$ cat src/stlb_pkg.sv
// shared TLB package
// Sv32 address and PTE widths
// packed PTE, tag, lookup request and TLB update types

package stlb_pkg;

  //////////////////////////////////////////////////////////////////////
  // Sv32 geometry
  //////////////////////////////////////////////////////////////////////
  localparam int unsigned VLEN          = 32;
  localparam int unsigned PAGE_OFFSET_W = 12;
  localparam int unsigned VPN_LEVEL_W   = 10;
  localparam int unsigned PT_LEVELS     = 2;
  localparam int unsigned ASID_W        = 9;
  localparam int unsigned PTE_W         = 32;

  // level 1 is the upper field
  typedef logic [PT_LEVELS-1:0][VPN_LEVEL_W-1:0] vpn_t;

  // Sv32 page-table entry
  typedef struct packed {
    logic [PTE_W-11:0] ppn;  // 22 bits
    logic [1:0]        rsw;
    logic              d;
    logic              a;
    logic              g;    // global, asid ignored
    logic              u;
    logic              x;
    logic              w;
    logic              r;
    logic              v;
  } pte_t;

  //////////////////////////////////////////////////////////////////////
  // stored and transported entries
  //////////////////////////////////////////////////////////////////////

  // per-way tag, sits beside the pte
  typedef struct packed {
    logic [ASID_W-1:0] asid;
    vpn_t              vpn;
    logic              is_4m;  // superpage
  } tag_t;

  // registered lookup, decode to execute
  typedef struct packed {
    logic              valid;
    logic              is_itlb;
    vpn_t              vpn;
    logic [ASID_W-1:0] asid;
  } lookup_req_t;

  // walker refill and ITLB/DTLB update
  typedef struct packed {
    logic              valid;
    vpn_t              vpn;
    logic              is_4m;
    logic [ASID_W-1:0] asid;
    pte_t              content;
  } tlb_update_t;

endpackage

$ cat src/stlb_tag_compare.sv
// execute stage tag compare
// per-way hit from valid, asid/global, vpn levels and superpage flag

`timescale 1ns/10ps

module stlb_tag_compare #(
  parameter int unsigned Ways = 2
) (
  input  stlb_pkg::lookup_req_t req_i,
  input  stlb_pkg::tag_t        tags_i [Ways],
  input  stlb_pkg::pte_t        ptes_i [Ways],
  input  logic [Ways-1:0]       valid_i,
  output logic [Ways-1:0]       way_hit_o
);

  localparam int unsigned Lvl1 = stlb_pkg::PT_LEVELS - 1;

  for (genvar w = 0; w < Ways; w++) begin : gen_way
    logic asid_match;
    logic lvl1_match;
    logic lvl0_match;

    // global entries ignore the asid
    assign asid_match = (tags_i[w].asid == req_i.asid) || ptes_i[w].g;
    assign lvl1_match = tags_i[w].vpn[Lvl1] == req_i.vpn[Lvl1];
    assign lvl0_match = (tags_i[w].vpn[0] == req_i.vpn[0]) || tags_i[w].is_4m;  // 4M page

    assign way_hit_o[w] = req_i.valid & valid_i[w] & asid_match & lvl1_match & lvl0_match;
  end

  // two ways holding the same translation means a duplicate refill upstream
  always_comb begin
    a_single_hit : assert ($onehot0(way_hit_o))
      else $error("shared TLB multi-way hit %b", way_hit_o);
  end

endmodule

$ cat config.mk
export PLATFORM = sky130hd
export DESIGN_NAME = stlb_tag_compare
export DESIGN_NICKNAME = d
export VERILOG_FILES = /design/src/stlb_pkg.sv /design/src/stlb_tag_compare.sv
export SDC_FILE = /design/constraint.sdc
export NUM_CORES = 1
export LEC_CHECK = 0
export BUFFER_PORTS_ARGS = -buffer_cell sky130_fd_sc_hd__buf_2
export CAP_MARGIN = 40
export CORE_MARGIN = 10
export CORE_UTILIZATION = 23
export DETAILED_ROUTE_END_ITERATION = 12
export PLACE_DENSITY_LB_ADDON = 0.2
export SLEW_MARGIN = 5
export SYNTH_ARGS = -nofsm -noshare
export SYNTH_HDL_FRONTEND = slang
export SYNTH_SLANG_ARGS = --single-unit
$ cat constraint.sdc
create_clock -name vclk -period 2.44
set_clock_uncertainty 0.15 [all_clocks]
set_input_delay 0.732 -clock vclk [all_inputs]
set_output_delay 0.732 -clock vclk [all_outputs]
set_load 0.01 [all_outputs]
---- Word level (Yosys, flattened, before mapping) ----
Index checks and enable logic that the tools add are counted.
cells by class
  equality and inequality tests ........... 6
  bitwise logic cells ..................... 8
  reduce and logical (&&, ||, !) cells .... 4
operators by type and width
  operator          count
  $eq 10x10->1      4
  $eq 9x9->1        2
  $and 1x1->1       8
  $logic_or 1x1->1  4
storage, ports and cells
  register bits ........................... 0
  output and inout bits ................... 2

---- Longest topological paths before layout ----
  depth after elaboration ................. 5
  gate-level depth with buffers ........... 4

---- Worst setup path after synthesis ----
Ideal clock, no wire load.
  path type ............................... input to output
  from .................................... in req_i[7] in the netlist's numbering
  to ...................................... out way_hit_o[0]
  arrival ................................. 1.655 ns
  required time ........................... 1.558 ns
  setup slack ............................. -0.097 ns
  stages on the path ...................... 4
  path buffers ............................ 0
  path through ............................ xor2_1 > nor4_1 > a41oi_1 > nor4_2
between the ends
  longest elaborated chain between the ends .. 5
ends and longest elaborated chain
  item                      line                    source
  start: declaration        stlb_tag_compare.sv:9   input stlb_pkg::lookup_req_t req_i,
  $eq 9x9->1                stlb_tag_compare.sv:24  assign asid_match = (tags_i[w].asid == req_i.asid) || ptes_i[w].g;
  $logic_or 1x1->1          stlb_tag_compare.sv:24
  $and 1x1->1 (3 in a row)  stlb_tag_compare.sv:28  assign way_hit_o[w] = req_i.valid & valid_i[w] & asid_match & lvl1_match & lvl0_match;
  end: declaration          stlb_tag_compare.sv:13  output logic [Ways-1:0] way_hit_o
Every way passes these cells.

---- Worst setup path after layout ----
  from .................................... in req_i[10] in the netlist's numbering
  to ...................................... out way_hit_o[0]
between the ends
  longest elaborated chain between the ends .. 3
ends and longest elaborated chain
  item              line                    source
  $eq 10x10->1      stlb_tag_compare.sv:26  assign lvl0_match = (tags_i[w].vpn[0] == req_i.vpn[0]) || tags_i[w].is_4m;
  $logic_or 1x1->1  stlb_tag_compare.sv:26
  $and 1x1->1       stlb_tag_compare.sv:28
Every way passes these cells.

==> qor.yml <==
run_status:
  status: "complete, but fails checks"
  violations: "negative setup slack"
synthesis:
  synth_cells: 80
  avgSynthCellArea_sq_um: 8.29
  yosysTopAreaCell: "xor2_1"
  yosysMostFrequentCell: "xor2_1"
  ys_seq_area_share_pct: 0
  synthTopCellsByCount: "xor2_1 (34), xnor2_1 (24), nor4_1 (6)"
  synth_top_area_share_pct: 44.9
  ys.warnings.count: 0
  synthTopCellsByArea: "xor2_1 (45%), xnor2_1 (32%), nor4_1 (5.7%)"
  syn_area_sq_um: 663
  ys_types: 9
  synth_nets: 237
route:
  drt_iter0_markers: 8
  dr.pass1.iters: 2
  post_drt_wl_per_cell_microns: 14.4
  antenna_left: 0
  wirelength_mm: 3.09
  route.detailed.drc: 0
  vias: 929
  via_per_inst: 4.34
power:
  vdd_drop_max_mv: 0.0946
  combPwrFrac_pct: 100.0
  p_sw_share_pct: 42.0
  p_leak_uw: 0.000633
  p_sw_uw: 86.6
  pwr-share-seq_pct: 0
  p_per_area_nw_per_um2: 159
  clkPwrFrac_pct: 0
  p_int_uw: 120
  power.total_uw: 206
sta:
  slew_headroom_pct: 79.4
  setup_ws_ps: -403
  finalCriticalPeriod_ps: 2840
  slew_viol_final: 0
  period_share_pct: 117
  timing.setup.tns_ps: -778
  fmaxAchievable_mhz: 352
  hold_viol: 0
  setup_viol: 2
  tightest_slew_ps: 307
  rsz0062_at_grt: "true"
floorplanning:
  fp.coreArea_sq_um: 2760
  die_w_microns: 73.7
  num_io_pins: 159
  die_h_microns: 73.7
  rows: 19
  initial_core_util_pct: 24.0
  die_area_sq_um: 5430
global_routing:
  antenna_found_initial: 0
  grt_pass1_vias: 1074
  grt.met3_usage_pct: 6.33
  grt_util_met1_pct: 10.3
  grt_overflow: 0
  grt_use_total_pct: 10.0
  grt.busiest_layer: "met2"
  met2_usage_pct: 17.9
  grt_pass1_wl_mm: 4.62
  grt_max_degree: 3
worst_setup_path:
  crit_required_ps: 1560
  endpoint_kind: "primary output"
  startpoint_type: "input port"
  cp.depth: 7
  worst_path_largest_cell_delay_ps: 260
  path_cells: "buf_2 -> buf_4 -> xor2_1 -> nor4_1 -> a41oi_2 -> nor4_2 -> buf_2"
  crit_fanout: 2
  cp_num_buf_inv: 3
  slowest_stage: "nor4_2"
  crit_top_cell: "buf_2"
  cp.arrival_ps: 1960
  critPathTopFamily: "simple AND/OR/NAND/NOR gates"
  crit_type: "input port to primary output"
final_layout:
  fin_nets: 342
  numSequentialCells: 0
  seqCellArea_sq_um: 0
  instances_no_fill: 214
  antenna_cells_inserted: 0
  nClkBuffers: 0
  fillers: 274
  drive_gt1_share_pct: 61.2
  multi_input_area_sq_um: 711
  syn_to_final_growth_pct: 95.3
hold_path:
  holdCritPathClass: "input port to primary output"
  min_path_cells: 5
job:
  drv_cap: 0
clocking:
  cts_hold_buf: 0
  cts_setup_buffers: 0
place:
  place_congestion: 0.803
  place_ws_ps: -493
  io_buffers: 96
  dpl.cell_count: 214
  hpwl_mm: 2.98
[stage by stage]
stage | area, sq um | util, % | hold slack [ps]
finish | 1290 | 47.0 | 1700
global route | 1290 | 47.0 | 1730
CTS | 1290 | 46.7 | 1710
detailed placement | 1230 | 44.8 | 1700
global placement | 1230 | 44.8 | 1700
floorplan | 663 | - | 1480
[layout by cell type, fill, tap and decap left out]
cell type | Yosys | routed
buf_2 | 0 | 94
xor2_1 | 34 | 34
xnor2_1 | 24 | 24
buf_4 | 0 | 7
nor4_2 | 2 | 6
nand3_1 | 4 | 4
a41oi_2 | 0 | 3
nor3_1 | 2 | 2
nor4_1 | 6 | 2
nand4_1 | 2 | 2
or4_1 | 2 | 2
buf_6 | 0 | 2
a41oi_1 | 4 | 1
[worst paths after layout]
check	from	slack (ps)	endpoint
worst min-delay path	tags_i[48]	1700	way_hit_o[0]
worst max-delay path	req_i[10]	-400	way_hit_o[0]
[cell type report]
type | count | share of cell area, %
Tap cell | 31 | 3.00
Multi-Input combinational cell | 80 | 54.9
Timing Repair Buffer | 103 | 42.1
[what timing repair did]
item | CTS | global route
pin swaps | 3 | 2
endpoints found under the setup margin | 2 | 2
resized for setup | 8 | 1
[kinds of logic (layout without fill, tap and decap cells)]
family                 after synthesis  after routing  synth area share (%)
buffers and inverters                0            103                     0
AND/OR/NAND/NOR                     18             18                  18.1
AO/OA/AOI/OAI                        4              4                  5.28
XOR/XNOR                            58             58                  76.6
[metal layers]
metal	vias to the layer above	wire length (microns)
met5	-	0
met4	0	0
met3	0	547
met2	63	1400
met1	377	1140
li1	489	-
[power groups by stage]
stage	Sequential [uW]	Combinational, uW	Clock (uW)
2_1_floorplan	0	80.3	0
3_3_place_gp	0	190	0
3_5_place_dp	0	196	0
4_1_cts	0	208	0
5_1_grt	0	228	0
6_report	0	206	0
Note: power is estimated with default switching activity, not from simulation.
