==> config.mk <==
export PLATFORM = sky130hd
export DESIGN_NAME = stlb_update_route
export DESIGN_NICKNAME = d
export VERILOG_FILES = /design/src/stlb_pkg.sv /design/src/stlb_update_route.sv
export SDC_FILE = /design/constraint.sdc
export NUM_CORES = 1
export LEC_CHECK = 0
export ABC_AREA = 1
export BUFFER_PORTS_ARGS = -buffer_cell sky130_fd_sc_hd__buf_2
export CAP_MARGIN = 10
export CORE_AREA = 8 8 105 107
export DETAILED_ROUTE_END_ITERATION = 8
export DIE_AREA = 0 0 113 115
export PLACE_DENSITY = 0.56
export SETUP_SLACK_MARGIN = 0.2
export SYNTH_ARGS = -nofsm -noshare
export SYNTH_HDL_FRONTEND = slang
export SYNTH_SLANG_ARGS = --single-unit
export TNS_END_PERCENT = 20
==> constraint.sdc <==
create_clock -name vclk -period 1.6
set_input_delay 0.24 -clock vclk [all_inputs]
set_output_delay 0.24 -clock vclk [all_outputs]
set_load 0.02 [all_outputs]
==> src/stlb_pkg.sv <==
// shared TLB package
// Sv32 address and PTE widths
// packed PTE, tag, lookup request and TLB update types

package stlb_pkg;

  //////////////////////////////////////////////////////////////////////
  // Sv32 geometry
  //////////////////////////////////////////////////////////////////////
  localparam int unsigned VLEN          = 32;
  localparam int unsigned PAGE_OFFSET_W = 12;
  localparam int unsigned VPN_LEVEL_W   = 10;
  localparam int unsigned PT_LEVELS     = 2;
  localparam int unsigned ASID_W        = 9;
  localparam int unsigned PTE_W         = 32;

  // level 1 is the upper field
  typedef logic [PT_LEVELS-1:0][VPN_LEVEL_W-1:0] vpn_t;

  // Sv32 page-table entry
  typedef struct packed {
    logic [PTE_W-11:0] ppn;  // 22 bits
    logic [1:0]        rsw;
    logic              d;
    logic              a;
    logic              g;    // global, asid ignored
    logic              u;
    logic              x;
    logic              w;
    logic              r;
    logic              v;
  } pte_t;

  //////////////////////////////////////////////////////////////////////
  // stored and transported entries
  //////////////////////////////////////////////////////////////////////

  // per-way tag, sits beside the pte
  typedef struct packed {
    logic [ASID_W-1:0] asid;
    vpn_t              vpn;
    logic              is_4m;  // superpage
  } tag_t;

  // registered lookup, decode to execute
  typedef struct packed {
    logic              valid;
    logic              is_itlb;
    vpn_t              vpn;
    logic [ASID_W-1:0] asid;
  } lookup_req_t;

  // walker refill and ITLB/DTLB update
  typedef struct packed {
    logic              valid;
    vpn_t              vpn;
    logic              is_4m;
    logic [ASID_W-1:0] asid;
    pte_t              content;
  } tlb_update_t;

endpackage

==> src/stlb_update_route.sv <==
// result stage of the shared TLB
// picks the hitting way and steers the update to ITLB or DTLB

`timescale 1ns/10ps

module stlb_update_route #(
  parameter int unsigned Ways = 2
) (
  input  stlb_pkg::lookup_req_t req_i,
  input  logic [Ways-1:0]       way_hit_i,
  input  stlb_pkg::tag_t        tags_i [Ways],
  input  stlb_pkg::pte_t        ptes_i [Ways],
  output logic                  hit_o,
  output stlb_pkg::tlb_update_t itlb_update_o,
  output stlb_pkg::tlb_update_t dtlb_update_o
);

  stlb_pkg::pte_t        hit_pte;
  logic                  hit_4m;
  stlb_pkg::tlb_update_t upd;

  // and-or mux, way_hit_i is one-hot or zero
  always_comb begin
    hit_pte = '0;
    hit_4m  = 1'b0;
    for (int w = 0; w < Ways; w++) begin
      if (way_hit_i[w]) begin
        hit_pte = hit_pte | ptes_i[w];
        hit_4m  = hit_4m | tags_i[w].is_4m;
      end
    end
  end

  assign hit_o = |way_hit_i;

  // vpn and asid from the lookup, not from the tag
  assign upd = '{valid: hit_o, vpn: req_i.vpn, is_4m: hit_4m,
                 asid: req_i.asid, content: hit_pte};

  assign itlb_update_o = req_i.is_itlb ? upd : '0;
  assign dtlb_update_o = req_i.is_itlb ? '0 : upd;

endmodule

[Word-level counts from Yosys, hierarchy flattened]
Index checks and enable logic that the tools add are counted.
W data, S select, Z words.
Word-level totals
  register bits: 0
  bits of input ports: 157
Operators by class
  muxes and demuxes: 6
  bitwise gates (word level): 2
  reduce and logical (&&, ||, !) cells: 1
Operator list (number)
  $mux W63: 2
  $mux W32: 2
  $or A32 B32 Y32: 1
  $mux W1: 2
  $reduce_or A2 Y1: 1
  $or A1 B1 Y1: 1

[Longest topological paths before layout]
Gate-level depths: netlist of run 1.
  depth in word-level cells: 4
  mapped depth: 4
  mapped depth without buffers: 2

[Least setup slack after synthesis of run 1]
Ideal clock, no wire load.
  path kind: input-to-output
  start: in way_hit_i[0]
  end: out dtlb_update_o[10] in the netlist's numbering
  arrival time: 0.889 ns
  data required time: 1.360 ns
  slack: 0.471 ns
  cell stages on the path: 4
  buffers on the path: 2
  path through: buf_6 -> clkbuf_8 -> nand2_1 -> a21oi_1
RTL lines
  from (decl): line stlb_update_route.sv:10  | input logic [Ways-1:0] way_hit_i,
  to (decl): line stlb_update_route.sv:15  | output stlb_pkg::tlb_update_t dtlb_update_o

==> reports/summary.md, run 1 <==
In this run the post-CTS setup repair buffer count came out at 0. The tools report the end-of-flow core utilization as 0.253. The fraction of the mapped netlist area in adder cells came out at 0. The synthesized-area fraction occupied by and/or/nand/nor cells came out at 0.377. The count of hold-fix buffers inserted at cts is 0.

The flow ran to the end, and the final reports show no timing, DRC or antenna violations. The die covers 13000 um2. Summed over all failing endpoints, the final setup total negative slack is 0 ns. Area of placed instances: 2390 um2. The worst hold path belongs to the class in2out. Chip height: 115 um.

The tools report the first-pass iteration count of the detailed router as 5. The detailed router placed 2381 vias in this run. The post-detailed-route via-to-cell ratio is 3.99. Setup repair after global routing left no endpoint under its margin.

At the placement stage, the worst setup path has a slack of 0.137 ns. In this design, the critical path's most frequently occurring cell is sky130_fd_sc_hd__buf_2. The number of antenna violations at the first check in global routing is 0. The worst setup path is of the in2out kind. For the count of warnings emitted by yosys, the log shows 0. Data on the critical path is required at its endpoint by 1.36 ns. After synthesis the cells add up to 1250 um2. The tools report the sequential area share after synthesis as 0. The congestion estimate from routability-driven global placement came to 0.871. The net count of the finished layout is 642. The number of nets in the synthesized netlist is 432. The run gives 1 as the post-CTS resize count.

The first global-routing pass estimated 10.7 mm of wire. The design has 0 sequential cells. The slowest stage of the critical path is the sky130_fd_sc_hd__a21oi_1 cell.

The dominant combinational cell family by area after synthesis was simple AND/OR/NAND/NOR gates. For the core area, the log shows 9460 um2. After detailed routing, the average wire length per cell comes to 12.3 um. The count of buffers added on input and output ports is 225. After detailed routing, the number of remaining DRC violations is 0. The power density normalized to cell area is 348 nW/um2. The critical path goes through buf_2 -> buf_12 -> nand2_1 -> a21oi_1 -> buf_2. The endpoint arrival time on the critical path was 1.04 ns; the total routing usage reported by global routing was 0.0961. The count of nets left with antenna violations once routing finished came out at 0.

Synthesis produced a netlist whose cell count is 275. The number of endpoints with negative hold slack in the final report was 0; the I/O pin total was 284. The final count of pins violating max slew is 0. Total of max-cap violations: 0. The number of DRC markers in iteration 0 is 120. The mux share of post-synthesis cell area works out to 0.

The analysis attributes to cell leakage a power of 1.80 nW. The mean post-synth cell area is 4.53 um2. STA classifies the critical path endpoint as an output pin.

The XOR/XNOR share of the synthesized area was 0. Compared with the post-synthesis result, the final layout area differs by 92.4%. Clock buffers in the final layout number 0. Effective utilization at floorplan: 0.132. Registers take 0 um2. Global routing finished with a remaining overflow of 0.

The largest single stage delay on the critical path is 0.21 ns. The clock period could shrink to 1.28 ns. VDD sags by at most 89.1 uV.

The worst setup path is launched from an input port. Timing would allow up to 782 MHz. At the pin with the least slew margin, the transition time is 0.368 ns.

For the number of fillers in the final layout, the log shows 1108. The biggest fanout along the worst timing path was 34; the final setup violation count was 0. The sum of routed wire length over all layers was 7.35 mm; the final non-filler cell area was 2400 um2. The tightest slew margin relative to the limit came out at 0.755. The synthesized netlist contains 10 unique library cells. Share of cells above drive strength 1: 0.480.

The floorplan has 36 rows. The design draws 0.000834 W. The post-synthesis compound-gate area fraction works out to 0.279. The die boundary width is 113 um, and the number of global-route vias before repair is 2338.

Entering global routing, the biggest net connects 48 pins. Detailed placement finished with a half-perimeter wire length of 6.20 mm. The number of antenna diodes in the final layout is 0. In the post-route analysis, the smallest setup slack over all paths is 0.321 ns. The share of the cycle needed by the critical path after routing works out to 0.800.
worst max-delay path: cells and delay by family:
family                 cells  cell delay [ns]
AOI/OAI and AO/OA          1             0.21
buffers and inverters      3             0.51
and+or+nand+nor            1             0.08
path summary, 6_finish.rpt:
| path | cells after the start | end | from | slack, ns |
|---|---|---|---|---|
| setup / recovery | 5 | dtlb_update_o[21] | way_hit_i[1] | 0.32 |
| hold / removal | 4 | itlb_update_o[57] | req_i[24] | 0.80 |
layout by cell type (no fill, tap or decap), drive strengths merged:
master / count
buf: 229
a21oi: 68
nor2: 29
inv: 61
nand2: 96
synth_stat cells:
cell type	count	area (um2)
sky130_fd_sc_hd__buf_6	9	101
sky130_fd_sc_hd__a21oi_1	66	330
sky130_fd_sc_hd__a21oi_2	2	17.5
sky130_fd_sc_hd__buf_2	4	20.0
sky130_fd_sc_hd__buf_4	5	37.5
sky130_fd_sc_hd__nand2_1	96	360
sky130_fd_sc_hd__clkbuf_8	3	41.3
sky130_fd_sc_hd__nor2_1	29	109
sky130_fd_sc_hd__inv_1	60	225
sky130_fd_sc_hd__inv_2	1	3.75
cell type report:
| class | count | area [um2] | share of cell area |
|---|---|---|---|
| inverters | 61 | 231 | 0.0966 |
| well taps | 114 | 143 | 0.0595 |
| multi-input cells | 193 | 817 | 0.341 |
| repair buffers | 229 | 1210 | 0.503 |
per-stage QoR:
| stage | std cells | hold slack (ns) |
|---|---|---|
| 2_1_floorplan | 275 | 0.595 |
| 3_3_place_gp | 597 | 0.796 |
| 3_5_place_dp | 597 | 0.797 |
| 4_1_cts | 597 | 0.799 |
| 5_1_grt | 597 | 0.807 |
| 6_report | 597 | 0.797 |
power by group:
part / leakage, nW / internal (W) / total, W / switching, W
combinational: 1.80 / 0.000301 / 0.000834 / 0.000534
clock: 0 / 0 / 0 / 0
sequential: 0 / 0 / 0 / 0
logic make-up after synthesis:
family	Yosys count
buf+inv	82
simple gates	125
compound gates	68
metal layers:
| layer | share of wire | track usage | vias to the layer above |
|---|---|---|---|
| li1 | - | - | 1239 |
| met5 | 0 | 0 | - |
| met2 | 0.52 | 0.196 | 118 |
| met1 | 0.35 | 0.0912 | 1022 |
| met3 | 0.12 | 0.0394 | 2 |
| met4 | 0.0038 | 0.00533 | 0 |
No activity file was read; power rests on OpenSTA's default activity.
==> run 2: changes to the inputs <==
--- a/config.mk
+++ b/config.mk
@@ -8,10 +8,10 @@
 export ABC_AREA = 1
 export BUFFER_PORTS_ARGS = -buffer_cell sky130_fd_sc_hd__buf_2
 export CAP_MARGIN = 10
-export CORE_AREA = 8 8 105 107
+export CORE_AREA = 8 8 104 106
 export DETAILED_ROUTE_END_ITERATION = 8
-export DIE_AREA = 0 0 113 115
-export PLACE_DENSITY = 0.56
+export DIE_AREA = 0 0 112 114
+export PLACE_DENSITY = 0.57
 export SETUP_SLACK_MARGIN = 0.2
 export SYNTH_ARGS = -nofsm -noshare
 export SYNTH_HDL_FRONTEND = slang
==> constraint.sdc (replaced) <==
create_clock -name vclk -period 1.2
set_input_delay 0.18 -clock vclk [all_inputs]
set_output_delay 0.18 -clock vclk [all_outputs]
set_load 0.02 [all_outputs]
==> reports/summary.md, run 2 (synthesis gave the netlist of run 1 again) <==
The worst setup path is launched from an input port. The run gives 6.42 mm (+3.5%) as the HPWL reported at the end of detailed placement. Total of max-cap violations: 0 (unchanged). The tools report the critical path endpoint category as an output pin. For the sequential cell count, the log shows 0 (unchanged).

The final setup violation count is 0 (unchanged). The count of buffers from port buffering was 225 (unchanged). The area of the die is 12800 um2 (-1.7%), and the I/O pin total is 284 (unchanged).

The run gives 0 (unchanged) as the final antenna diode count. The tools report the maximum VDD drop as 125 uV (+41%). Leaving out fill and tap cells, the most frequent cell in the layout is sky130_fd_sc_hd__buf_2. The register cell area after layout came out at 0 um2 (unchanged). The run gives 0.0396 (+0.000229) as the met3 routing resource usage after global routing. The weighted congestion at the end of routability-driven global placement was 0.849 (-2.5%); the average routed wire per standard cell was 14.8 um (+21%).

Launching instance or port of the critical path: way_hit_i[0]. The run gives 0 (unchanged) as the number of endpoints with negative hold slack in the final report. The core area was 9110 um2 (-3.7%); the global routing met2 resource utilization was 0.233 (+0.0378). Chip height: 114 um (-0.87%).

The largest net degree at the start of global routing was 41 (-15%); the die boundary width was 112 um (-0.88%). For the first-pass iteration count of the detailed router, the log shows 5 (unchanged). The tools report the endpoint arrival time on the critical path as 0.84 ns (-0.20 ns).

The final global-route overflow total came out at 0 (unchanged). For the sum of routed wire length over all layers, the log shows 9.00 mm (+23%). The share of cells above drive strength 1 came out at 0.657 (+0.177).

The logs give 12.7 mm (+19%) for the wire length of the first global-routing pass and 0.119 (+0.0228) for the total routing usage reported by global routing. The biggest fanout along the worst timing path is 6 (-82%). The final net count was 655 (+2.0%). The leakage power summed over all cells was 2.02 nW (+12%); the number of clock buffer instances in the layout was 0 (unchanged). Worst min-delay path class: in2out.

The share of the cycle needed by the critical path after routing came out at 0.853. The effective utilization at floorplan is 0.137 (+0.00507), and the floorplan row count is 35 (-2.8%). The logs give 0.643 ns (-0.153 ns) for the worst hold slack and 157 (+31%) for the number of DRC markers in iteration 0. The required time reported for the critical path endpoint is 1.02 ns (-0.34 ns). The post-route setup TNS is 0 ns (unchanged), and the final count of pins violating max slew is 0 (unchanged). After global routing, the most crowded layer is met2.

The logs give 0 (unchanged) for the number of antenna violations at the first check in global routing and 0 (unchanged) for the count of hold-fix buffers inserted at cts. The number of fillers in the final layout is 957 (-14%). The power density normalized to cell area is 462 nW/um2 (+33%), and the tightest slew margin relative to the limit is 0.895 (+0.141). The flow ran to the end, and the final reports show no timing, DRC or antenna violations. The critical path ends at dtlb_update_o[9]. The number of buffers inserted by post-CTS setup repair came out at 0 (unchanged). The met1 track demand over resource came out at 0.117 (+0.0262).

The post-detailed-route count of antenna-violating nets came out at 0 (unchanged). The number of global-route vias before repair is 2685 (+15%), and the total number of vias is 2591 (+8.8%). The highest achievable clock rate was 977 MHz. The post-detailed-route via-to-cell ratio is 4.27 (+7.0%). The area added between synthesis and finish was 160%. Setup repair after global routing could not meet its margin everywhere. The smallest clock period supported by the final layout is computed as 1.02 ns. Slew at the pin closest to its max-slew limit: 0.157 ns (-0.211 ns).

The DRC violation count after routing is 0 (unchanged). The top cell types in the final layout, fill and taps aside, are sky130_fd_sc_hd__buf_2, sky130_fd_sc_hd__nand2_1, sky130_fd_sc_hd__inv_1. By startpoint and endpoint, the worst setup path is classified as in2out.
-- run 2: layout make-up --
cell class	instances	area, um2	share of cell area
repair buffers	242	1800	0.554
multi-input cells	193	1080	0.333
inverters	61	229	0.0706
well taps	111	139	0.0428
-- run 2: repair_timing --
item,4_1_cts,5_1_grt
gates cloned,7,1
resized for setup,86,112
setup endpoints to repair,126,79
pin swaps,15,33
-- run 2: worst min-delay path by stage --
stage	cells after the start	slack, ns	to	from
floorplan	2	0.48	dtlb_update_o[32]	req_i[0]
finish	3	0.64	dtlb_update_o[62]	req_i[29]
global placement	4	0.68	itlb_update_o[60]	req_i[27]
CTS	4	0.68	dtlb_update_o[40]	req_i[8]
global route	3	0.66	dtlb_update_o[62]	req_i[29]
detailed placement	4	0.68	itlb_update_o[60]	req_i[27]
-- run 2: power breakdown --
part | switching, W | internal [W] | leakage, nW
Clock | 0 | 0 | 0
Combinational | 0.000844 | 0.000653 | 2.02
Sequential | 0 | 0 | 0
Total | 0.000844 | 0.000653 | 2.02
-- run 2: metrics by stage --
step	setup WS, ns	instances	cell area, um2	util	power (W)
floorplan	0.191	275	1250	-	0.000679
global placement	0.0258	599	2450	0.269	0.00114
detailed placement	0.0232	599	2450	0.269	0.00115
CTS	0.181	606	2860	0.314	0.00134
global route	0.136	607	3240	0.356	0.00161
finish	0.177	607	3240	0.356	0.00150
-- run 2: critical path, cell delays in order --
cell and delay, ns:
sky130_fd_sc_hd__buf_16 0.13, sky130_fd_sc_hd__buf_16 0.13, sky130_fd_sc_hd__nand2_1 0.10, sky130_fd_sc_hd__a21oi_2 0.17, sky130_fd_sc_hd__buf_6 0.13
-- run 2: per-layer routing --
metal / vias to the layer above / share of wire
li1: 1266 / -
met1: 1166 / 0.36
met2: 150 / 0.54
met3: 9 / 0.085
met4: 0 / 0.014
met5: - / 0
