==> config.mk <==
export PLATFORM = sky130hd
export DESIGN_NAME = stlb_way_ram
export DESIGN_NICKNAME = d
export VERILOG_FILES = /design/src/stlb_way_ram.sv
export SDC_FILE = /design/constraint.sdc
export NUM_CORES = 1
export LEC_CHECK = 0
export BUFFER_PORTS_ARGS = -buffer_cell sky130_fd_sc_hd__buf_2
export CAP_MARGIN = 10
export CORE_MARGIN = 3
export CORE_UTILIZATION = 52
export DETAILED_ROUTE_END_ITERATION = 8
export GPL_TIMING_DRIVEN = 0
export PLACE_DENSITY = 0.71
export SYNTH_ARGS = -nofsm -noshare
export SYNTH_HDL_FRONTEND = slang
export SYNTH_SLANG_ARGS = --single-unit
==> constraint.sdc <==
create_clock -name clk_i -period 2.01 [get_ports clk_i]
set_input_delay 0.201 -clock clk_i [delete_from_list [all_inputs] [get_ports clk_i]]
set_output_delay 0.201 -clock clk_i [all_outputs]
set_load 0.02 [all_outputs]
==> src/stlb_way_ram.sv <==
// single-port synchronous RAM for one TLB way
// payload type set per instance (tag or pte)
// write wins over read, read data one cycle later

`timescale 1ns/10ps

module stlb_way_ram #(
  parameter int unsigned Depth   = 64,
  parameter type         entry_t = logic
) (
  input  logic                     clk_i,
  input  logic                     req_i,
  input  logic                     we_i,
  input  logic [$clog2(Depth)-1:0] addr_i,
  input  entry_t                   wdata_i,
  output entry_t                   rdata_o
);

  entry_t mem_q [Depth];

  always_ff @(posedge clk_i) begin
    if (req_i) begin
      if (we_i) begin
        mem_q[addr_i] <= wdata_i;
      end else begin
        rdata_o <= mem_q[addr_i];  // holds when idle
      end
    end
  end

endmodule

# == Yosys cells after proc, flatten, opt, wreduce, memory -nomap -nowiden ==
# Memory sizes are Yosys's and may differ from the RTL's. A register that Yosys moved wholly into a read port is not among the register bits.
# Index checks and enable logic that the tools add are counted.
# classes
muxes,3
n_bitwise,1
n_reduce_logical,1
# op_table
operator,n
1-bit two-way mux,3
2-bit AND reduction,1
1-bit inverter,1
# word_totals
reg_bits,0
mem_bits_rw,64
in_bits,10
out_inout_bits,1
word_cells,6
memories,1
# memory_table
name,depth,word_bits,rd,rd_ports_with_merged_regs,wr,line_no,text
mem_q,64,1,1,1,1,19,entry_t mem_q [Depth];

# == Longest topological paths before layout ==
# Gate-level depths: netlist (run 1).
# depth
depth_word,3
mapped_depth,8
mapped_depth_nobuf,5

# == Worst setup path after synthesis (run 1) ==
# No wires, ideal clock.
# synth_timing
path_type,reg2reg
startpoint,mem mem_q[11] in the netlist's numbering
endpoint,"reg rdata_o, read port of mem_q (data pin)"
setup_time_ns,0.273
arrival_ns,1.342
t_required_ns,1.737
path_slack_ns,0.395
stages_incl_launch_ff,6
path_buffers,0
period_less_slack_ns,1.615
path_cell_list,edfxtp_1 > mux4_1 > mux2i_1 > nor2_1 > nor4_2 > nand4_1
# synth_rtl
item,line_no,text
"start, declared",19,
"end, declared",16,output entry_t rdata_o

==> impl_summary.log, run 1 <==
[metrics] outcome: finished clean
[metrics] worst-margin pin slew: 0.957 ns
[metrics] Netlist cell types: 39
[metrics] die area: 6670 µm²
[metrics] reg2reg start: mem_q[11]$_DFFE_PP_
[metrics] IR Drop Worst-Case VDD: 708 µV
[metrics] CTS Root Buffer Type: clkbuf_8
[metrics] relative slew slack: 36.2%
[metrics] final cell utilization of the core: 61.2%
[metrics] number of placement rows: 26
[metrics] Detailed Routing Iterations Pass 1: 4
[metrics] initial antenna violation count: 0
[metrics] setup violators final: 0
[metrics] first element of the critical path: mem_q[11]$_DFFE_PP_
[metrics] clock tree from TritonCTS: yes
[metrics] min cycle time layout: 1.83 ns
[metrics] clock-pin slew on the worst setup and hold paths: 0.06 ns
[metrics] minimum setup slack among reg-to-reg paths: 0.18 ns
[metrics] flop and latch count out of synthesis: 65
[metrics] setup tns final: 0 ns
[metrics] most common library cell in the layout ignoring fill and taps: nor2_1
[metrics] GRT overflow: 0
[metrics] count of cells along the worst register-to-register path: 5
[metrics] top area cells in the synthesized netlist: edfxtp_1 (66%), nor2_1 (8.9%), mux4_1 (2.6%)
[metrics] post-synthesis sequential area ratio: 65.5%
[metrics] worst hold-check path type: primary input to flip-flop
[metrics] TritonCTS buffer count: 9
[metrics] biggest area consumer among synthesized cells: edfxtp_1
[metrics] critical path capture point type: flip-flop
[metrics] Hold Fails Final Rpt: 0
[metrics] total leakage power: 1.04 nW
[metrics] number of buffers on the longest clock path: 2
[metrics] post-synthesis instance total: 241
[metrics] setup fix buffers added after clock tree synthesis: 0
[metrics] number of diodes added for antenna fixing: 0
[metrics] IO Port Bufs: 5
[metrics] GPL Wtd Cong: 0.859
[metrics] clock latency on the worst-skew pair: 0.34 ns
[metrics] final clock skew: 0.00494 ns
[metrics] H-tree depth: 3
[metrics] synthesized area divided by synthesized cell count: 12.4 µm²
[metrics] post-cts gate resize count: 0
[metrics] Nets: 267
[metrics] proportion of layout cells with a drive suffix above 1: 14.2%
[metrics] buffers and inverters on the worst path: 0
[metrics] Worst Path Class, Setup: flip-flop to flip-flop
[metrics] maximum clock rate: 547 MHz
[metrics] initial core utilization: 55.8%
[metrics] commonest non-fill, non-tap cells in the layout: nor2_1 (71), edfxtp_1 (65), nand2_1 (18)
[metrics] vias per cell: 5.95
[metrics] largest fanout of any net on the critical path: 1
[metrics] kind of start point of the critical path: flip-flop
[metrics] final wirelength: 6.30 mm
[metrics] wire length of the first global-routing pass: 10.1 mm
[metrics] slowest cell delay on critical path: 0.50 ns
[metrics] critical path required time: 2.08 ns
[metrics] Mapped Area: 2980 µm²
[metrics] data arrival time of the critical path: 1.89 ns
[metrics] Power per Cell Area: 821 nW/µm²
[metrics] fraction of post-synthesis cell area in the top cell type by area: 65.5%
[metrics] slowest CP cell: mux4_1
[metrics] DRC violation total after the first TritonRoute iteration: 241
[metrics] quantity of hold-fixing buffers added after cts: 0
[metrics] Hold Worst Slack: 0.174 ns
[metrics] post-detailed-placement half-perimeter wirelength: 3.93 mm
[metrics] Yosys warning total: 0
[metrics] number of global-route vias before repair: 1951
[metrics] number of top-level pins: 11
[metrics] Max-cap violations: 0
[metrics] Crit path max-delay family: multiplexers
[metrics] ratio of final minimum period to clock period: 91.0%
[metrics] fin. max-slew vios: 0
[metrics] Via Count: 1968
[metrics] RSZ-0062 raised after global routing: no
[metrics] launch point of the worst hold path: we_i
[metrics] core area: 5340 µm²
[metrics] worst r2r dst: rdata_o$_DFFE_PP_
[metrics] depth of the critical timing path with buffers and inverters included: 5
[metrics] die span in y: 81.7 µm
[metrics] Global Route Usage Sum: 21.9%
[metrics] routed wirelength normalized by instance count: 19.0 µm
[metrics] width of the die: 81.7 µm
[metrics] ordered cell list for the critical path: mux4_1 > mux2i_1 > nor2_1 > nor4_2 > nand4_1
[metrics] drt drc: 0
[metrics] largest net degree at the start of global routing: 65
[metrics] synth-to-layout area growth: 9.66%
[metrics] capture point of the worst path: rdata_o$_DFFE_PP_
[metrics] clock sink count: 65
[metrics] antenna-violating nets left: 0
[metrics] Post-Synthesis Net Count: 251
-- worst min path at each step --
stage / to / slack [ns] / cells past startpoint
after floorplan: mem_q[0]$_DFFE_PP_ / 0.30 / 0
after global placement: rdata_o$_DFFE_PP_ / 0.51 / 2
after detailed placement: rdata_o$_DFFE_PP_ / 0.52 / 2
after CTS: rdata_o$_DFFE_PP_ / 0.17 / 2
after global routing: rdata_o$_DFFE_PP_ / 0.18 / 2
final: rdata_o$_DFFE_PP_ / 0.17 / 2
-- cell usage after synthesis --
| master | count |
|---|---|
| a211oi_1 | 2 |
| a21boi_0 | 1 |
| a21oi_1 | 4 |
| a221oi_1 | 2 |
| a22o_1 | 2 |
| a22oi_1 | 3 |
| a2bb2oi_1 | 3 |
| a31oi_1 | 4 |
| a32oi_1 | 2 |
| and2_0 | 1 |
| and3_1 | 3 |
| buf_2 | 8 |
| buf_4 | 1 |
| buf_6 | 1 |
| clkbuf_1 | 5 |
| edfxtp_1 | 65 |
| inv_1 | 1 |
| mux2_2 | 5 |
| mux2_4 | 1 |
| mux2i_1 | 6 |
| mux4_1 | 3 |
| mux4_2 | 1 |
| nand2_1 | 18 |
| nand2_2 | 1 |
| nand3_1 | 4 |
| nand3b_1 | 4 |
| nand4_1 | 1 |
| nor2_1 | 71 |
| nor2b_1 | 7 |
| nor3_1 | 2 |
| nor3b_1 | 1 |
| nor4_1 | 1 |
| nor4_2 | 1 |
| nor4b_1 | 1 |
| o21ai_0 | 1 |
| o21bai_1 | 1 |
| o22ai_1 | 1 |
| or3_1 | 1 |
| or3b_2 | 1 |
-- logic make-up (layout without fill, tap and decap cells) --
group	Yosys count	count (layout)	synth area share [%]
buffers and inverters	16	36	2.73
and+or+nand+nor	118	118	17.6
AOI/OAI and AO/OA	26	26	6.30
DFF	65	65	65.5
muxes	16	16	7.81
-- power by group --
part,internal (mW),switching [mW]
registers,1.50,0.00131
logic,0.0580,0.116
clock network,0.553,0.455
-- final cells by class --
cell class	instances	area, µm²
repair buffers	5	25.0
well taps	70	87.6
plain buffers	15	77.6
clock inverters	5	47.5
flip-flops and latches	65	1950
fillers	454	2070
clock buffers	10	128
inverters	1	3.75
multi-input cells	160	946
-- state kept, by name (all words and copies together) (netlist names) --
register / cells
mem_q: 64
rdata_o: 1
-- metal layers --
| metal | track usage, % | wire length (µm) | vias up |
|---|---|---|---|
| met5 | 0 | 0 | - |
| met4 | 10.5 | 113 | 0 |
| met3 | 5.59 | 434 | 11 |
| met2 | 32.5 | 3000 | 70 |
| met1 | 30.2 | 2750 | 973 |
| li1 | - | - | 914 |
-- stage by stage --
step	worst slack (ns)	instances	area [µm²]	total power, mW
2_1_floorplan	0.395	241	2980	1.64
3_3_place_gp	0.0606	316	3090	1.70
3_5_place_dp	0.00650	316	3090	1.70
4_1_cts	0.194	331	3270	2.69
5_1_grt	0.0461	331	3270	2.79
6_report	0.181	331	3270	2.68
(Power assumes the default switching activity.)
==> run 2, diff against run 1 <==
--- a/config.mk
+++ b/config.mk
@@ -7,6 +7,7 @@
 export LEC_CHECK = 0
 export BUFFER_PORTS_ARGS = -buffer_cell sky130_fd_sc_hd__buf_2
 export CAP_MARGIN = 10
+export CORE_ASPECT_RATIO = 1.75
 export CORE_MARGIN = 3
 export CORE_UTILIZATION = 52
 export DETAILED_ROUTE_END_ITERATION = 8
==> constraint.sdc (replaced) <==
create_clock -name clk_i -period 2.2 [get_ports clk_i]
set_input_delay 0.22 -clock clk_i [delete_from_list [all_inputs] [get_ports clk_i]]
set_output_delay 0.22 -clock clk_i [all_outputs]
set_load 0.02 [all_outputs]
==> run 2 against run 1 <==
  * Power decreased by 8.1%
  * Worst setup slack improved by 0.18 ns
  * Critical endpoint unchanged
  * Sequential cell count unchanged
  * Design area up 0.19%
==> impl_summary.log, run 2 (synthesis gave the netlist of run 1 again) <==
[metrics] IO Port Bufs: 5 (unchanged)
[metrics] setup tns final: 0 ns (unchanged)
[metrics] DRC violation total after the first TritonRoute iteration: 126 (-48%)
[metrics] number of top-level pins: 11 (unchanged)
[metrics] share of total power consumed by net switching: 21.6% (+0.26 points)
[metrics] kind of start point of the critical path: flip-flop
[metrics] final cell utilization of the core: 60.8% (-0.47 points)
[metrics] number of global-route vias before repair: 2014 (+3.2%)
[metrics] IR Drop Worst-Case VDD: 578 µV (-18%)
[metrics] critical path required time: 2.27 ns (+0.19 ns)
[metrics] critical path capture point type: flip-flop
[metrics] largest reg by FF count: mem_q
[metrics] Global Route Usage Sum: 21.5% (-0.39 points)
[metrics] post-cts gate resize count: 0 (unchanged)
[metrics] outcome: finished clean
[metrics] final clock skew: 0.00476 ns (-0.000187 ns)
[metrics] RSZ-0062 raised after global routing: no
[metrics] GRT overflow: 0 (unchanged)
[metrics] maximum clock rate: 544 MHz (-0.53%)
[metrics] Power per Cell Area: 753 nW/µm² (-8.3%)
[metrics] die area: 6710 µm² (+0.54%)
[metrics] Worst Path Class, Setup: flip-flop to flip-flop
[metrics] clock power share: 37.9% (+0.3 points)
[metrics] worst-margin pin slew: 0.983 ns (+0.0260 ns)
[metrics] worst hold-check path type: primary input to flip-flop
[metrics] wire length of the first global-routing pass: 10.5 mm (+3.7%)
[metrics] routed wirelength normalized by instance count: 19.6 µm (+2.9%)
[metrics] Hold Fails Final Rpt: 0 (unchanged)
[metrics] clock latency on the worst-skew pair: 0.34 ns (about the same)
[metrics] proportion of layout cells with a drive suffix above 1: 13.8% (-0.38 points)
[metrics] setup fix buffers added after clock tree synthesis: 0 (unchanged)
[metrics] Crit path max-delay family: multiplexers
[metrics] registers with the most flip-flops: mem_q: 64 flops, rdata_o: 1 flops
[metrics] buffers and inverters on the worst path: 0 (unchanged)
[metrics] core area: 5390 µm² (+0.96%)
[metrics] initial antenna violation count: 0 (unchanged)
[metrics] number of diodes added for antenna fixing: 0 (unchanged)
[metrics] Via Count: 1965 (-0.15%)
[metrics] Fillers: 474 (+4.4%)
[metrics] TritonCTS buffer count: 9 (unchanged)
[metrics] Nets: 267 (unchanged)
[metrics] quantity of hold-fixing buffers added after cts: 0 (unchanged)
[metrics] Power Internal: 1.93 mW (-8.4%)
[metrics] ratio of final minimum period to clock period: 83.6% (-7.4 points)
[metrics] Gate power share: 6.5% (about the same)
[metrics] vias per cell: 5.87 (-1.3%)
[metrics] PnR Total Power: 2.46 mW (-8.1%)
[metrics] largest fanout of any net on the critical path: 1 (unchanged)
[metrics] area used by multi-input combinational logic: 946 µm² (unchanged)
[metrics] commonest non-fill, non-tap cells in the layout: nor2_1 (71), edfxtp_1 (65), nand2_1 (18)
[metrics] total net switching power: 532 µW (-7.0%)
[metrics] initial core utilization: 55.3% (-0.53 points)
[metrics] H-tree depth: 3 (unchanged)
[metrics] slowest cell delay on critical path: 0.51 ns (about the same)
[metrics] sequential fraction of design power: 55.6% (-0.3 points)
[metrics] total area of sequential cells: 1950 µm² (unchanged)
[metrics] largest net degree at the start of global routing: 65 (unchanged)
[metrics] ordered cell list for the critical path: mux4_1 > mux2i_1 > nor2_1 > nor4_2 > nand4_1
[metrics] relative slew slack: 34.5% (-1.7 points)
[metrics] total leakage power: 1.04 nW (-0.62%)
[metrics] drt drc: 0 (unchanged)
[metrics] fin. max-slew vios: 0 (unchanged)
[metrics] Max-cap violations: 0 (unchanged)
[metrics] Detailed Routing Iterations Pass 1: 4 (unchanged)
[metrics] clock sink count: 65 (unchanged)
[metrics] min cycle time layout: 1.84 ns (+0.00968 ns)
[metrics] setup violators final: 0 (unchanged)
[metrics] synth-to-layout area growth: 9.87%
[metrics] post-detailed-placement half-perimeter wirelength: 4.19 mm (+6.5%)
[metrics] flip-flop count of the largest register, all copies and words added: 64 (unchanged)
[metrics] slowest CP cell: mux4_1
[metrics] GPL Wtd Cong: 0.806 (-6.1%)
[metrics] Hold Worst Slack: 0.192 ns (+0.0183 ns)
[metrics] clock tree from TritonCTS: yes
[metrics] antenna-violating nets left: 0 (unchanged)
[metrics] most common library cell in the layout ignoring fill and taps: nor2_1
[metrics] CTS Root Buffer Type: clkbuf_8
[metrics] clock-pin slew on the worst setup and hold paths: 0.06 ns (about the same)
[metrics] final wirelength: 6.57 mm (+4.2%)
[metrics] data arrival time of the critical path: 1.91 ns (+0.02 ns)
[metrics] width of the die: 63.2 µm (-23%)
[metrics] number of placement rows: 35 (+35%)
[metrics] die span in y: 106 µm (+30%)
[metrics] number of buffers on the longest clock path: 2 (unchanged)
run 2: cell types whose count changed in the layout (fill, tap and decap cells not counted), sizes merged:
cell,before,now
clkinvlp,0,1
clkinv,4,2
clkbuf,15,16
run 2: power groups by stage:
stage          combinational [mW]  clock, mW  sequential, mW
3_5_place_dp                0.160          0            1.40
3_3_place_gp                0.158          0            1.40
6_report                    0.161      0.933            1.37
5_1_grt                     0.175      0.985            1.37
2_1_floorplan               0.102          0            1.40
4_1_cts                     0.161      0.938            1.37
run 2: cell type report:
type | instances | share of cell area [%]
sequential | 65 | 59.6
multi-input combinational | 160 | 28.9
clock buffer | 11 | 4.01
tap | 74 | 2.83
buffer | 15 | 2.37
clock inverter | 4 | 1.38
timing repair buffer | 5 | 0.765
inverter | 1 | 0.115
run 2: layer usage:
metal | vias to the layer above | part of all wire (%) | GRT usage (%)
li1 | 914 | - | -
met1 | 966 | 39 | 23.5
met4 | 0 | 2.9 | 12.5
met2 | 66 | 53 | 38.0
met5 | - | 0 | 0
met3 | 19 | 5.3 | 4.23
run 2: path summary, 6_finish.rpt:
path	start	to	slack [ns]	depth (start not counted)
hold / removal	we_i	rdata_o$_DFFE_PP_	0.19	2
hold reg to reg	mem_q[53]$_DFFE_PP_	rdata_o$_DFFE_PP_	0.76	4
setup reg to reg	mem_q[8]$_DFFE_PP_	rdata_o$_DFFE_PP_	0.36	5
setup / recovery	mem_q[8]$_DFFE_PP_	rdata_o$_DFFE_PP_	0.36	5
run 2: per-stage QoR:
| stage | instances | worst slack [ns] | area (µm²) |
|---|---|---|---|
| finish | 335 | 0.362 | 3270 |
| CTS | 335 | 0.348 | 3270 |
| floorplan | 241 | 0.585 | 2980 |
| global placement | 320 | 0.202 | 3100 |
| detailed placement | 320 | 0.169 | 3100 |
| global route | 335 | 0.283 | 3270 |
